### src/hw/scope_consts.svh
`ifndef SCOPE_CONSTS_SVH
`define SCOPE_CONSTS_SVH

// board geometry
`define SCOPE_NCH 4 // flash adc channels per board
`define SCOPE_SAMPLE_W 8 // bits per adc sample

// acquisition buffer
`define SCOPE_ADDR_W 10 // 1024 sample ring buffer
`define SCOPE_DS_W 5 // width of the downsample exponent
`define SCOPE_DS_MAX 22 // largest exponent the strobe counter supports

// high resolution averaging
`define SCOPE_MAXHIGHRES 5 // average over at most 2^5 samples

// self-trigger timing
`define SCOPE_TOT_W (`SCOPE_ADDR_W + 1) // window-edge counter plus the dsGo-only flag
`define SCOPE_HOLD_W 8 // coincidence hold time

`endif
### src/hw/triggerPkg.sv
`include "scope_consts.svh"

package triggerPkg;

	typedef logic [`SCOPE_ADDR_W-1:0] addr_t; // ring buffer address or sample count
	typedef logic [`SCOPE_TOT_W-1:0] tot_t; // msb set means count on dsGo only
	typedef logic [`SCOPE_HOLD_W-1:0] holdTime_t; // in dsGo ticks
	typedef logic [1:0] coinCount_t; // other channels required in coincidence
	typedef logic [$clog2(`SCOPE_NCH+1)-1:0] coinSum_t; // held channels seen, 0 to nch
	typedef logic [1:0] chain_t; // [0] runs to the left, [1] runs to the right

	// acquisition sequence
	typedef enum logic [1:0] {
		INIT, // idle, waiting for startTrigger
		PREACQ, // filling the pre-trigger part of the buffer
		WAITING, // buffer rolls until the board trigger
		POSTACQ // filling the post-trigger part
	} acqState_t;

endpackage

### src/hw/samplePkg.sv
`include "scope_consts.svh"

package samplePkg;

	typedef logic [`SCOPE_SAMPLE_W-1:0] sample_t; // one adc conversion

	// sum of up to 2^maxhighres samples without overflow
	typedef logic [`SCOPE_SAMPLE_W+`SCOPE_MAXHIGHRES-1:0] sampleAcc_t;

	typedef logic [`SCOPE_MAXHIGHRES:0] hrCount_t; // samples in the current average

	typedef logic [`SCOPE_DS_W-1:0] dsExp_t; // keep one sample in 2^dsExp

endpackage

### src/hw/scopeCore.sv
`timescale 1ns/1ps
`include "scope_consts.svh"

module scopeCore (
	input logic clk_flash,
	input logic rstN,
	input samplePkg::sample_t flashData [`SCOPE_NCH], // adc data pins
	input samplePkg::sample_t threshLow, // trigger window, shared by all channels
	input samplePkg::sample_t threshHigh,
	input logic fallingEdge,
	input triggerPkg::tot_t tot,
	input logic [`SCOPE_NCH-1:0] chanEnable,
	input triggerPkg::coinCount_t coinReq,
	input triggerPkg::holdTime_t holdTime,
	input logic allowSameChan,
	input logic noSelfTrig,
	input logic isFirst,
	input logic isLast,
	input triggerPkg::chain_t trigIn, // daisy chain from the neighbors
	input logic startTrigger,
	input triggerPkg::addr_t triggerPoint,
	input triggerPkg::addr_t nsmp,
	input samplePkg::dsExp_t downsample,
	input logic highRes,
	output triggerPkg::chain_t trigOut, // daisy chain to the neighbors
	output logic trigger,
	output logic [`SCOPE_NCH-1:0] inRange, // per channel window state
	output logic acquiring,
	output logic dataReady,
	output triggerPkg::addr_t wrAddress,
	output triggerPkg::addr_t trigPointAddr,
	output samplePkg::sample_t dout [`SCOPE_NCH] // samples for the buffer
);
	import samplePkg::*;

	sample_t samples [`SCOPE_NCH]; // adc pins one clock later
	logic [`SCOPE_NCH-1:0] fire;
	logic dsGo;

	always_ff @(posedge clk_flash) begin
		samples <= flashData; // capture right at the pads
	end

	for (genvar i = 0; i < `SCOPE_NCH; i++) begin : gChan
		channelTrigger uChan (
			.sample(samples[i]),
			.fire(fire[i]),
			.inRange(inRange[i]),
			.*
		);
	end

	coincidenceTrigger uCoin (.*);

	acquireControl uAcq (.*);

	sampleAverager uAvg (.*);

endmodule

### src/hw/sampleAverager.sv
`timescale 1ns/1ps
`include "scope_consts.svh"

module sampleAverager (
	input logic clk_flash,
	input logic rstN,
	input samplePkg::sample_t samples [`SCOPE_NCH], // registered adc samples
	input logic highRes, // average over the downsample window
	input logic dsGo,
	input samplePkg::dsExp_t downsample,
	output samplePkg::sample_t dout [`SCOPE_NCH]
);
	import samplePkg::*;

	sampleAcc_t acc [`SCOPE_NCH]; // running sum per channel
	sampleAcc_t accSum [`SCOPE_NCH]; // sum including this sample
	sampleAcc_t accShift [`SCOPE_NCH]; // sum scaled back to a sample
	hrCount_t hrCount;
	hrCount_t hrNext;
	dsExp_t shiftBy; // log2 of the window length
	logic flush; // window ends this cycle

	assign shiftBy = (downsample > dsExp_t'(`SCOPE_MAXHIGHRES)) ?
		dsExp_t'(`SCOPE_MAXHIGHRES) : downsample;
	assign hrNext = hrCount + 1'b1;
	assign flush = dsGo || hrNext[`SCOPE_MAXHIGHRES]; // long windows cut at 2^maxhighres

	always_comb begin
		for (int i = 0; i < `SCOPE_NCH; i++) begin
			accSum[i] = acc[i] + sampleAcc_t'(samples[i]);
			accShift[i] = accSum[i] >> shiftBy;
		end
	end

	always_ff @(posedge clk_flash) begin
		if (!rstN) begin
			hrCount <= '0;
			for (int i = 0; i < `SCOPE_NCH; i++) begin
				acc[i] <= '0;
				dout[i] <= '0;
			end
		end else if (highRes) begin
			hrCount <= flush ? '0 : hrNext;
			for (int i = 0; i < `SCOPE_NCH; i++) begin
				if (flush) begin
					dout[i] <= accShift[i][`SCOPE_SAMPLE_W-1:0];
					acc[i] <= '0; // next window starts empty
				end else begin
					acc[i] <= accSum[i];
				end
			end
		end else begin
			hrCount <= '0;
			for (int i = 0; i < `SCOPE_NCH; i++) begin
				acc[i] <= '0;
				dout[i] <= samples[i]; // straight copy
			end
		end
	end

endmodule

### src/hw/acquireControl.sv
`timescale 1ns/1ps
`include "scope_consts.svh"

module acquireControl (
	input logic clk_flash,
	input logic rstN,
	input logic startTrigger, // arm a new acquisition
	input logic trigger, // board trigger
	input triggerPkg::addr_t triggerPoint, // samples kept before the trigger
	input triggerPkg::addr_t nsmp, // total samples per acquisition
	input samplePkg::dsExp_t downsample, // keep one sample in 2^downsample
	output logic dsGo, // one cycle in every 2^downsample
	output logic acquiring,
	output triggerPkg::addr_t wrAddress, // next ring buffer slot
	output triggerPkg::addr_t trigPointAddr, // slot written at the trigger
	output logic dataReady // buffer complete, ready to read
);
	import samplePkg::*;
	import triggerPkg::*;

	acqState_t state;
	addr_t sampleCount; // pre then post trigger samples
	dsExp_t dsEff; // exponent clamped to the counter range
	logic [`SCOPE_DS_MAX:0] dsCount;
	logic postDone; // last post-trigger sample is in
	logic wrStep; // advance the write address

	assign dsEff = (downsample > dsExp_t'(`SCOPE_DS_MAX)) ? dsExp_t'(`SCOPE_DS_MAX) : downsample;
	assign dsGo = (dsEff == '0) || dsCount[dsEff];
	assign postDone = (state == POSTACQ) && (sampleCount == nsmp);
	assign wrStep = dsGo && acquiring && !postDone;

	// free running strobe counter, restarts at 1 on every dsGo
	always_ff @(posedge clk_flash) begin
		if (!rstN || dsGo) begin
			dsCount <= {{`SCOPE_DS_MAX{1'b0}}, 1'b1};
		end else begin
			dsCount <= dsCount + 1'b1;
		end
	end

	always_ff @(posedge clk_flash) begin
		if (!rstN) begin
			state <= INIT;
			acquiring <= 1'b0;
			dataReady <= 1'b0;
			wrAddress <= '0;
			sampleCount <= '0;
		end else begin
			if (wrStep) begin
				wrAddress <= wrAddress + 1'b1; // ring buffer wraps by itself
			end
			case (state)
				INIT: begin
					if (startTrigger) begin
						sampleCount <= '0;
						acquiring <= 1'b1;
						dataReady <= 1'b0; // old buffer is overwritten
						state <= PREACQ;
					end
				end
				PREACQ: begin
					if (sampleCount == triggerPoint) begin
						state <= WAITING;
					end else if (wrStep) begin
						sampleCount <= sampleCount + 1'b1;
					end
				end
				WAITING: begin
					if (trigger) begin
						sampleCount <= triggerPoint; // post count continues from here
						state <= POSTACQ;
					end
				end
				POSTACQ: begin
					if (postDone) begin
						acquiring <= 1'b0;
						dataReady <= 1'b1;
						state <= INIT;
					end else if (wrStep) begin
						sampleCount <= sampleCount + 1'b1;
					end
				end
				default: state <= INIT;
			endcase
		end
	end

	// address after any step taken on the trigger cycle
	always_ff @(posedge clk_flash) begin
		if (state == WAITING && trigger) begin
			trigPointAddr <= wrAddress + addr_t'(wrStep);
		end
	end

	// buffer stays put between acquisitions so it can be read out
	assert property (@(posedge clk_flash) disable iff (!rstN) !acquiring |=> $stable(wrAddress))
		else $error("acquireControl wrAddress moved while idle");

	assert property (@(posedge clk_flash) disable iff (!rstN) !(dataReady && acquiring))
		else $error("acquireControl dataReady during acquisition");

endmodule

### src/hw/coincidenceTrigger.sv
`timescale 1ns/1ps
`include "scope_consts.svh"

module coincidenceTrigger (
	input logic clk_flash,
	input logic rstN,
	input logic [`SCOPE_NCH-1:0] fire, // per channel self-trigger pulses
	input logic [`SCOPE_NCH-1:0] chanEnable, // channels allowed to trigger
	input triggerPkg::coinCount_t coinReq, // other held channels needed
	input triggerPkg::holdTime_t holdTime, // hold after a fire, dsGo ticks
	input logic allowSameChan, // firing channel counts toward coinReq
	input logic dsGo,
	input logic noSelfTrig, // only pass the right-going chain trigger
	input logic isFirst, // leftmost board
	input logic isLast, // rightmost board
	input triggerPkg::chain_t trigIn, // from the neighbor boards
	output logic trigger, // board trigger to the acquisition
	output triggerPkg::chain_t trigOut // to the neighbor boards
);
	import triggerPkg::*;

	holdTime_t holdLeft [`SCOPE_NCH]; // remaining hold per channel
	logic [`SCOPE_NCH-1:0] fired; // fire lined up with the hold timers
	logic [`SCOPE_NCH-1:0] held; // enabled and still holding
	logic [`SCOPE_NCH-1:0] chanHit; // channel met the coincidence
	coinSum_t nHeld [`SCOPE_NCH]; // held channels seen by each channel
	logic selfTrig;
	logic goingLeft; // trigIn[0] accepted
	logic goingRight; // trigIn[1] accepted

	always_ff @(posedge clk_flash) begin
		if (!rstN) begin
			fired <= '0;
			for (int i = 0; i < `SCOPE_NCH; i++) begin
				holdLeft[i] <= '0;
			end
		end else begin
			fired <= fire;
			for (int i = 0; i < `SCOPE_NCH; i++) begin
				if (fire[i]) begin
					holdLeft[i] <= holdTime; // reload on every fire
				end else if (dsGo && holdLeft[i] != '0) begin
					holdLeft[i] <= holdLeft[i] - 1'b1; // expires in downsampled time
				end
			end
		end
	end

	always_comb begin
		for (int i = 0; i < `SCOPE_NCH; i++) begin
			held[i] = chanEnable[i] && (holdLeft[i] != '0);
		end
		for (int i = 0; i < `SCOPE_NCH; i++) begin
			nHeld[i] = '0;
			for (int j = 0; j < `SCOPE_NCH; j++) begin
				if ((j != i || allowSameChan) && held[j]) begin
					nHeld[i] = nHeld[i] + 1'b1;
				end
			end
			chanHit[i] = chanEnable[i] && fired[i] && (nHeld[i] >= coinSum_t'(coinReq));
		end
	end

	assign selfTrig = |chanHit;
	assign goingLeft = trigIn[0] & ~isFirst; // nothing arrives from beyond the left end
	assign goingRight = trigIn[1] & ~isLast;

	always_ff @(posedge clk_flash) begin
		if (!rstN) begin
			trigger <= 1'b0;
			trigOut <= '0;
		end else if (noSelfTrig) begin
			trigger <= trigIn[1]; // follower board
			trigOut <= {trigIn[1], 1'b0};
		end else begin
			trigger <= selfTrig | goingLeft | goingRight;
			trigOut <= {selfTrig | goingRight, selfTrig | goingLeft};
		end
	end

endmodule

### src/hw/channelTrigger.sv
`timescale 1ns/1ps
`include "scope_consts.svh"

module channelTrigger (
	input logic clk_flash,
	input logic rstN,
	input samplePkg::sample_t sample, // registered adc sample
	input samplePkg::sample_t threshLow, // window bottom, inclusive
	input samplePkg::sample_t threshHigh, // window top, inclusive
	input logic fallingEdge, // 1 fires on leaving the window
	input triggerPkg::tot_t tot, // time over threshold, 0 fires on the edge
	input logic dsGo, // downsample strobe
	output logic fire, // one cycle self-trigger pulse
	output logic inRange // sample was inside the window
);
	import triggerPkg::*;

	logic wasInRange; // inRange one cycle back
	logic edgeSeen; // window entry or exit this cycle
	logic levelHeld; // still on the triggering side
	logic totStep; // counter may advance this cycle
	addr_t totLimit; // counts needed before firing
	tot_t totCount; // 0 means idle

	assign edgeSeen = fallingEdge ? (wasInRange & ~inRange) : (inRange & ~wasInRange);
	assign levelHeld = fallingEdge ? ~inRange : inRange;
	assign totLimit = tot[`SCOPE_TOT_W-2:0];
	assign totStep = ~tot[`SCOPE_TOT_W-1] | dsGo; // every clock unless msb asks for dsGo

	always_ff @(posedge clk_flash) begin
		if (!rstN) begin
			inRange <= 1'b0;
			wasInRange <= 1'b0;
			fire <= 1'b0;
			totCount <= '0;
		end else begin
			inRange <= (sample >= threshLow) && (sample <= threshHigh);
			wasInRange <= inRange;
			if (totLimit == '0) begin
				fire <= edgeSeen; // plain edge trigger
				totCount <= '0;
			end else begin
				fire <= 1'b0;
				if (totCount != '0) begin
					if (totStep) begin
						totCount <= levelHeld ? totCount + 1'b1 : '0; // break clears it
					end
					if (totCount > tot_t'(totLimit)) begin
						fire <= 1'b1; // long enough over threshold
						totCount <= '0; // wait for a fresh edge
					end
				end else if (edgeSeen) begin
					totCount <= tot_t'(1'b1); // start timing the excursion
				end
			end
		end
	end

	// a long excursion must still give a single pulse, the counter restarts only on a new edge
	assert property (@(posedge clk_flash) disable iff (!rstN) fire |=> !fire)
		else $error("channelTrigger fire high for two cycles");

endmodule

### config.mk
export PLATFORM = sky130hd
export DESIGN_NAME = scopeCore
export DESIGN_NICKNAME = d
export VERILOG_FILES = /design/src/hw/triggerPkg.sv /design/src/hw/samplePkg.sv /design/src/hw/scopeCore.sv /design/src/hw/sampleAverager.sv /design/src/hw/acquireControl.sv /design/src/hw/coincidenceTrigger.sv /design/src/hw/channelTrigger.sv
export VERILOG_INCLUDE_DIRS = /design/src /design/src/hw
export SDC_FILE = /design/constraint.sdc
export NUM_CORES = 1
export LEC_CHECK = 0
export BUFFER_PORTS_ARGS = -buffer_cell sky130_fd_sc_hd__buf_2
export CORE_MARGIN = 3
export CORE_UTILIZATION = 40
export CTS_CLUSTER_SIZE = 28
export DETAILED_ROUTE_END_ITERATION = 6
export GPL_TIMING_DRIVEN = 0
export PLACE_DENSITY_LB_ADDON = 0.12
export SYNTH_ARGS = -nofsm -noshare
export SYNTH_HDL_FRONTEND = slang
export SYNTH_SLANG_ARGS = --single-unit
export TNS_END_PERCENT = 20
### constraint.sdc
create_clock -name clk_flash -period 3.7 [get_ports clk_flash]
set_input_delay 0 -clock clk_flash [delete_from_list [all_inputs] [get_ports clk_flash]]
set_output_delay 0 -clock clk_flash [all_outputs]
set_load 0.03 [all_outputs]
==> impl_metrics.py <==
metrics = {
    "pwr": {
        "leakagePower_uw": 0.00929,
        "ir_worst_vdd_mv": 0.307,
        "power.density_nw_per_um2": 403,
    },
    "min_path": {
        "hp-class": "input pin to register",
    },
    "logic_synthesis": {
        "ys_ff_latch": 274,
        "synth.area.mux_share_pct": 2.34,
        "synth_area_um2": 18200,
        "syn-instance-count": 2103,
        "synth.distinct_cells": 81,
        "synth_top_family_by_area": "simple AND/OR/NAND/NOR gates",
        "yosysSeqAreaShare_pct": 33.9,
        "synth_xor_xnor_area_share_pct": 7.47,
        "yosys.area_share.simple_pct": 20.6,
        "synth_edf_count": 68,
        "synth_flop_cell": "dfxtp_1",
        "synth-compound-area-share_pct": 19.0,
        "synth_fa_ha_area_share_pct": 12.9,
        "ys_warn_count": 0,
        "async_flop_share_pct": 0,
        "syn_area_per_cell_um2": 8.64,
    },
    "worst_setup_path": {
        "critical_path_class": "register to register",
        "cp_slowest_cell": "or4_4",
        "cpPeakStageDelay_ns": 0.59,
        "startpoint": "uCoin.holdLeft[1][3]$_SDFFCE_PN0P_",
        "crit_family": "simple AND/OR/NAND/NOR gates",
        "cp_data_required_time_ns": 4.14,
        "r2r_slack_ns": 0.02,
        "path_common_cell": "buf_4",
        "crit_fanout": 4,
        "crit_end": "uCoin.trigOut[1]$_SDFF_PN0_",
        "crit_chain": "or4_4 > o41ai_4 > inv_2 > buf_6 > buf_4 > nor2_1 > o21ai_0 > ha_1 > mux2_2 > ha_4 > a21oi_4 > a31oi_4 > nor4_4 > buf_4 > o21ai_4 > and2_4",
        "r2r-end": "uCoin.trigOut[1]$_SDFF_PN0_",
        "startpoint_type": "register",
        "cp.depth": 16,
        "arrival_ns": 4.12,
        "worst-path-buf-inv": 4,
        "cp-end-kind": "register",
        "r2r_cells": 16,
        "r2r-start": "uCoin.holdLeft[1][3]$_SDFFCE_PN0P_",
    },
    "clock_tree": {
        "clock-sinks": 274,
        "cts_inserted_buffers": 35,
        "cts_root_buffer": "clkbuf_16",
        "htree_levels": 2,
        "cts_tree": "yes",
        "ctsLongestPathBuffers": 3,
        "clkTransAtPathRegs_ns": 0.06,
        "clk_latency_ns": 0.55,
    },
    "timing": {
        "setup_violations": 0,
        "fin_crit_ns": 3.68,
        "tns_ns": 0,
        "fmax_mhz": 271,
        "finalCritPeriodShare_pct": 99.6,
        "hold_viol": 0,
        "setup_ws_ns": 0.0163,
        "rsz0062_at_grt": "yes",
        "report.final.slew_viol_count": 0,
        "slew_headroom_pct": 36.6,
        "worst_pin_slew_ns": 0.947,
        "clock_skew_ns": 0.0193,
    },
    "cells_and_area": {
        "nNetsFinal": 2700,
        "finalInstanceArea_um2": 21900,
        "area_growth_pct": 20.7,
        "drive_above_1_share_pct": 13.8,
    },
    "route": {
        "vias": 16861,
        "wl_met2_mm": 28.7,
        "drc": 0,
        "wl_per_cell_um": 19.8,
        "drtAntennaViolNets": 0,
        "drt-total-wl_mm": 59.8,
        "wl_met3_mm": 3.66,
        "drt_pass1_iterations": 6,
        "routedLengthMet1_mm": 25.7,
        "drt-initial-drc-count": 1130,
        "highest_layer": "met4",
        "viasPerCell": 5.57,
    },
    "floorplanning": {
        "pin_count": 170,
        "fp.dieW_um": 219,
        "fp.dieH_um": 219,
        "core-area_um2": 44500,
        "die_area_um2": 48000,
        "start_util_pct": 40.8,
        "num_rows": 77,
    },
    "grt": {
        "track_usage_pct": 24.4,
        "grt_pass1_wl_mm": 91.8,
        "grt_max_degree": 15,
        "first_global_vias": 16346,
        "grt_antenna_before_repair": 1,
        "grt.overflow.total": 0,
    },
    "place": {
        "dpl.hpwl_mm": 43.9,
        "portBuffers": 168,
        "dpl_cell_area_um2": 19800,
        "place_ws_ns": -0.786,
        "gp_congestion": 0.975,
    },
    "outcome": {
        "status": "finished clean",
    },
    "job": {
        "cap_viol_max_count": 0,
    },
}
==> cell usage after synthesis, drive strengths merged (47+ instances only) <==
cell type	n	share of area (%)
dfxtp	206	23
nor2	197	4.1
nand2	186	3.8
ha	181	12
o21ai	158	4.4
a21oi	104	2.9
nand3	84	2.3
inv	78	1.6
xnor2	78	3.8
xor2	77	3.7
edfxtp	68	11
clkbuf	65	1.3
a21o	50	2.1
a211oi	47	1.9
==> worst register-to-register path: cells and delay by family (launching register included) <==
family | cells | cell delay (ns)
and+or+nand+nor | 4 | 1.03
AOI/OAI and AO/OA | 5 | 0.76
buffers and inverters | 4 | 0.57
adders and majority gates | 2 | 0.54
DFF | 1 | 0.40
muxes | 1 | 0.28
==> cells by family (layout without fill, tap and decap cells) <==
logic type                 count (synthesis)  in the layout
adders and majority gates                185            185
other                                      2             28
buffers and inverters                    167            471
and+or+nand+nor                          749            749
DFF                                      274            274
AOI/OAI and AO/OA                        530            530
xor gates and xnor gates                 155            155
muxes                                     41             41
==> cell type report <==
type	instances	area (µm²)
Timing Repair Buffer	243	1570
Multi-Input combinational cell	1687	11600
Sequential cell	274	6170
Fill cell	4323	22600
Inverter	78	293
Tap cell	592	741
Antenna cell	1	2.50
Clock inverter	17	161
Buffer	87	390
Clock buffer	46	990
==> worst min path at each step <==
stage	start	endpoint	slack, ns	cells past startpoint
after global placement	flashData[30]	samples[30]$_DFF_P_	0.10	1
after global routing	nsmp[4]	uAcq.dataReady$_SDFFE_PN0P_	0.08	6
after detailed placement	flashData[30]	samples[30]$_DFF_P_	0.10	1
after CTS	nsmp[4]	uAcq.dataReady$_SDFFE_PN0P_	0.02	6
after floorplan	flashData[0]	samples[0]$_DFF_P_	0.03	0
final	nsmp[4]	uAcq.dataReady$_SDFFE_PN0P_	0.04	6
==> through the flow <==
stage	cells	power (µW)	utilization, %	hold slack [ns]
after floorplan	2128	4690	-	0.0277
after global placement	2888	5250	44.6	0.103
after detailed placement	2888	5280	44.6	0.104
after CTS	3020	8880	49.0	0.0191
after global routing	3025	9270	49.3	0.0763
final	3025	8840	49.3	0.0426
==> per-layer routing <==
metal	vias to the layer above	GRT usage (%)
met3	110	3.97
met1	8048	31.4
met4	0	8.79
met2	497	41.4
li1	8206	-
met5	-	0
==> layout by cell type (no fill, tap or decap), types with 10 or more instances in the layout <==
cell type,Yosys,routed
nor2_1,196,196
a21oi_1,101,97
mux2i_1,29,29
buf_4,4,18
nor2b_1,21,21
dlygate4sd3_1,0,59
xor2_1,77,77
conb_1,2,27
o22ai_1,11,11
buf_2,15,183
inv_1,78,76
nand2_1,186,185
clkbuf_1,65,69
a211oi_1,47,47
dfxtp_1,206,206
edfxtp_1,68,68
o211ai_1,24,24
ha_1,181,176
xnor2_1,78,73
nor3b_1,12,12
and3_1,46,46
nor3_1,39,39
nand4_1,25,25
nand3_1,84,84
or3_1,10,10
a21o_1,50,50
nor4_1,16,15
and2_1,40,38
mux2_2,12,12
o21a_1,18,17
o21ai_0,149,146
nand2b_1,27,27
clkbuf_16,0,37
nand3b_1,11,11
a31oi_1,35,34
==> report_power, final <==
group          leakage (µW)  internal [µW]  switching [µW]
clock network      0.000562           2040            1410
registers           0.00239           3230             165
logic               0.00634            782            1220
total               0.00929           6050            2790
==> state kept, by name (all words and copies together) (netlist names), 6 cells and up <==
register              cells
uAvg.acc                 52
gChan.uChan.totCount     44
samples                  32
uAvg.dout                32
uCoin.holdLeft           32
uAcq.dsCount             23
uAcq.sampleCount         10
uAcq.trigPointAddr       10
uAcq.wrAddress           10
uAvg.hrCount              6
==> timing repair <==
action | CTS | global route
resized for setup | 25 | 12
pin swaps | 16 | 4
hold endpoints to repair | 82 | 0
endpoints found under the setup margin | 3 | 6
hold buffers | 59 | 0
buffers inserted | 12 | 4
No activity file was read; power rests on OpenSTA's default activity.
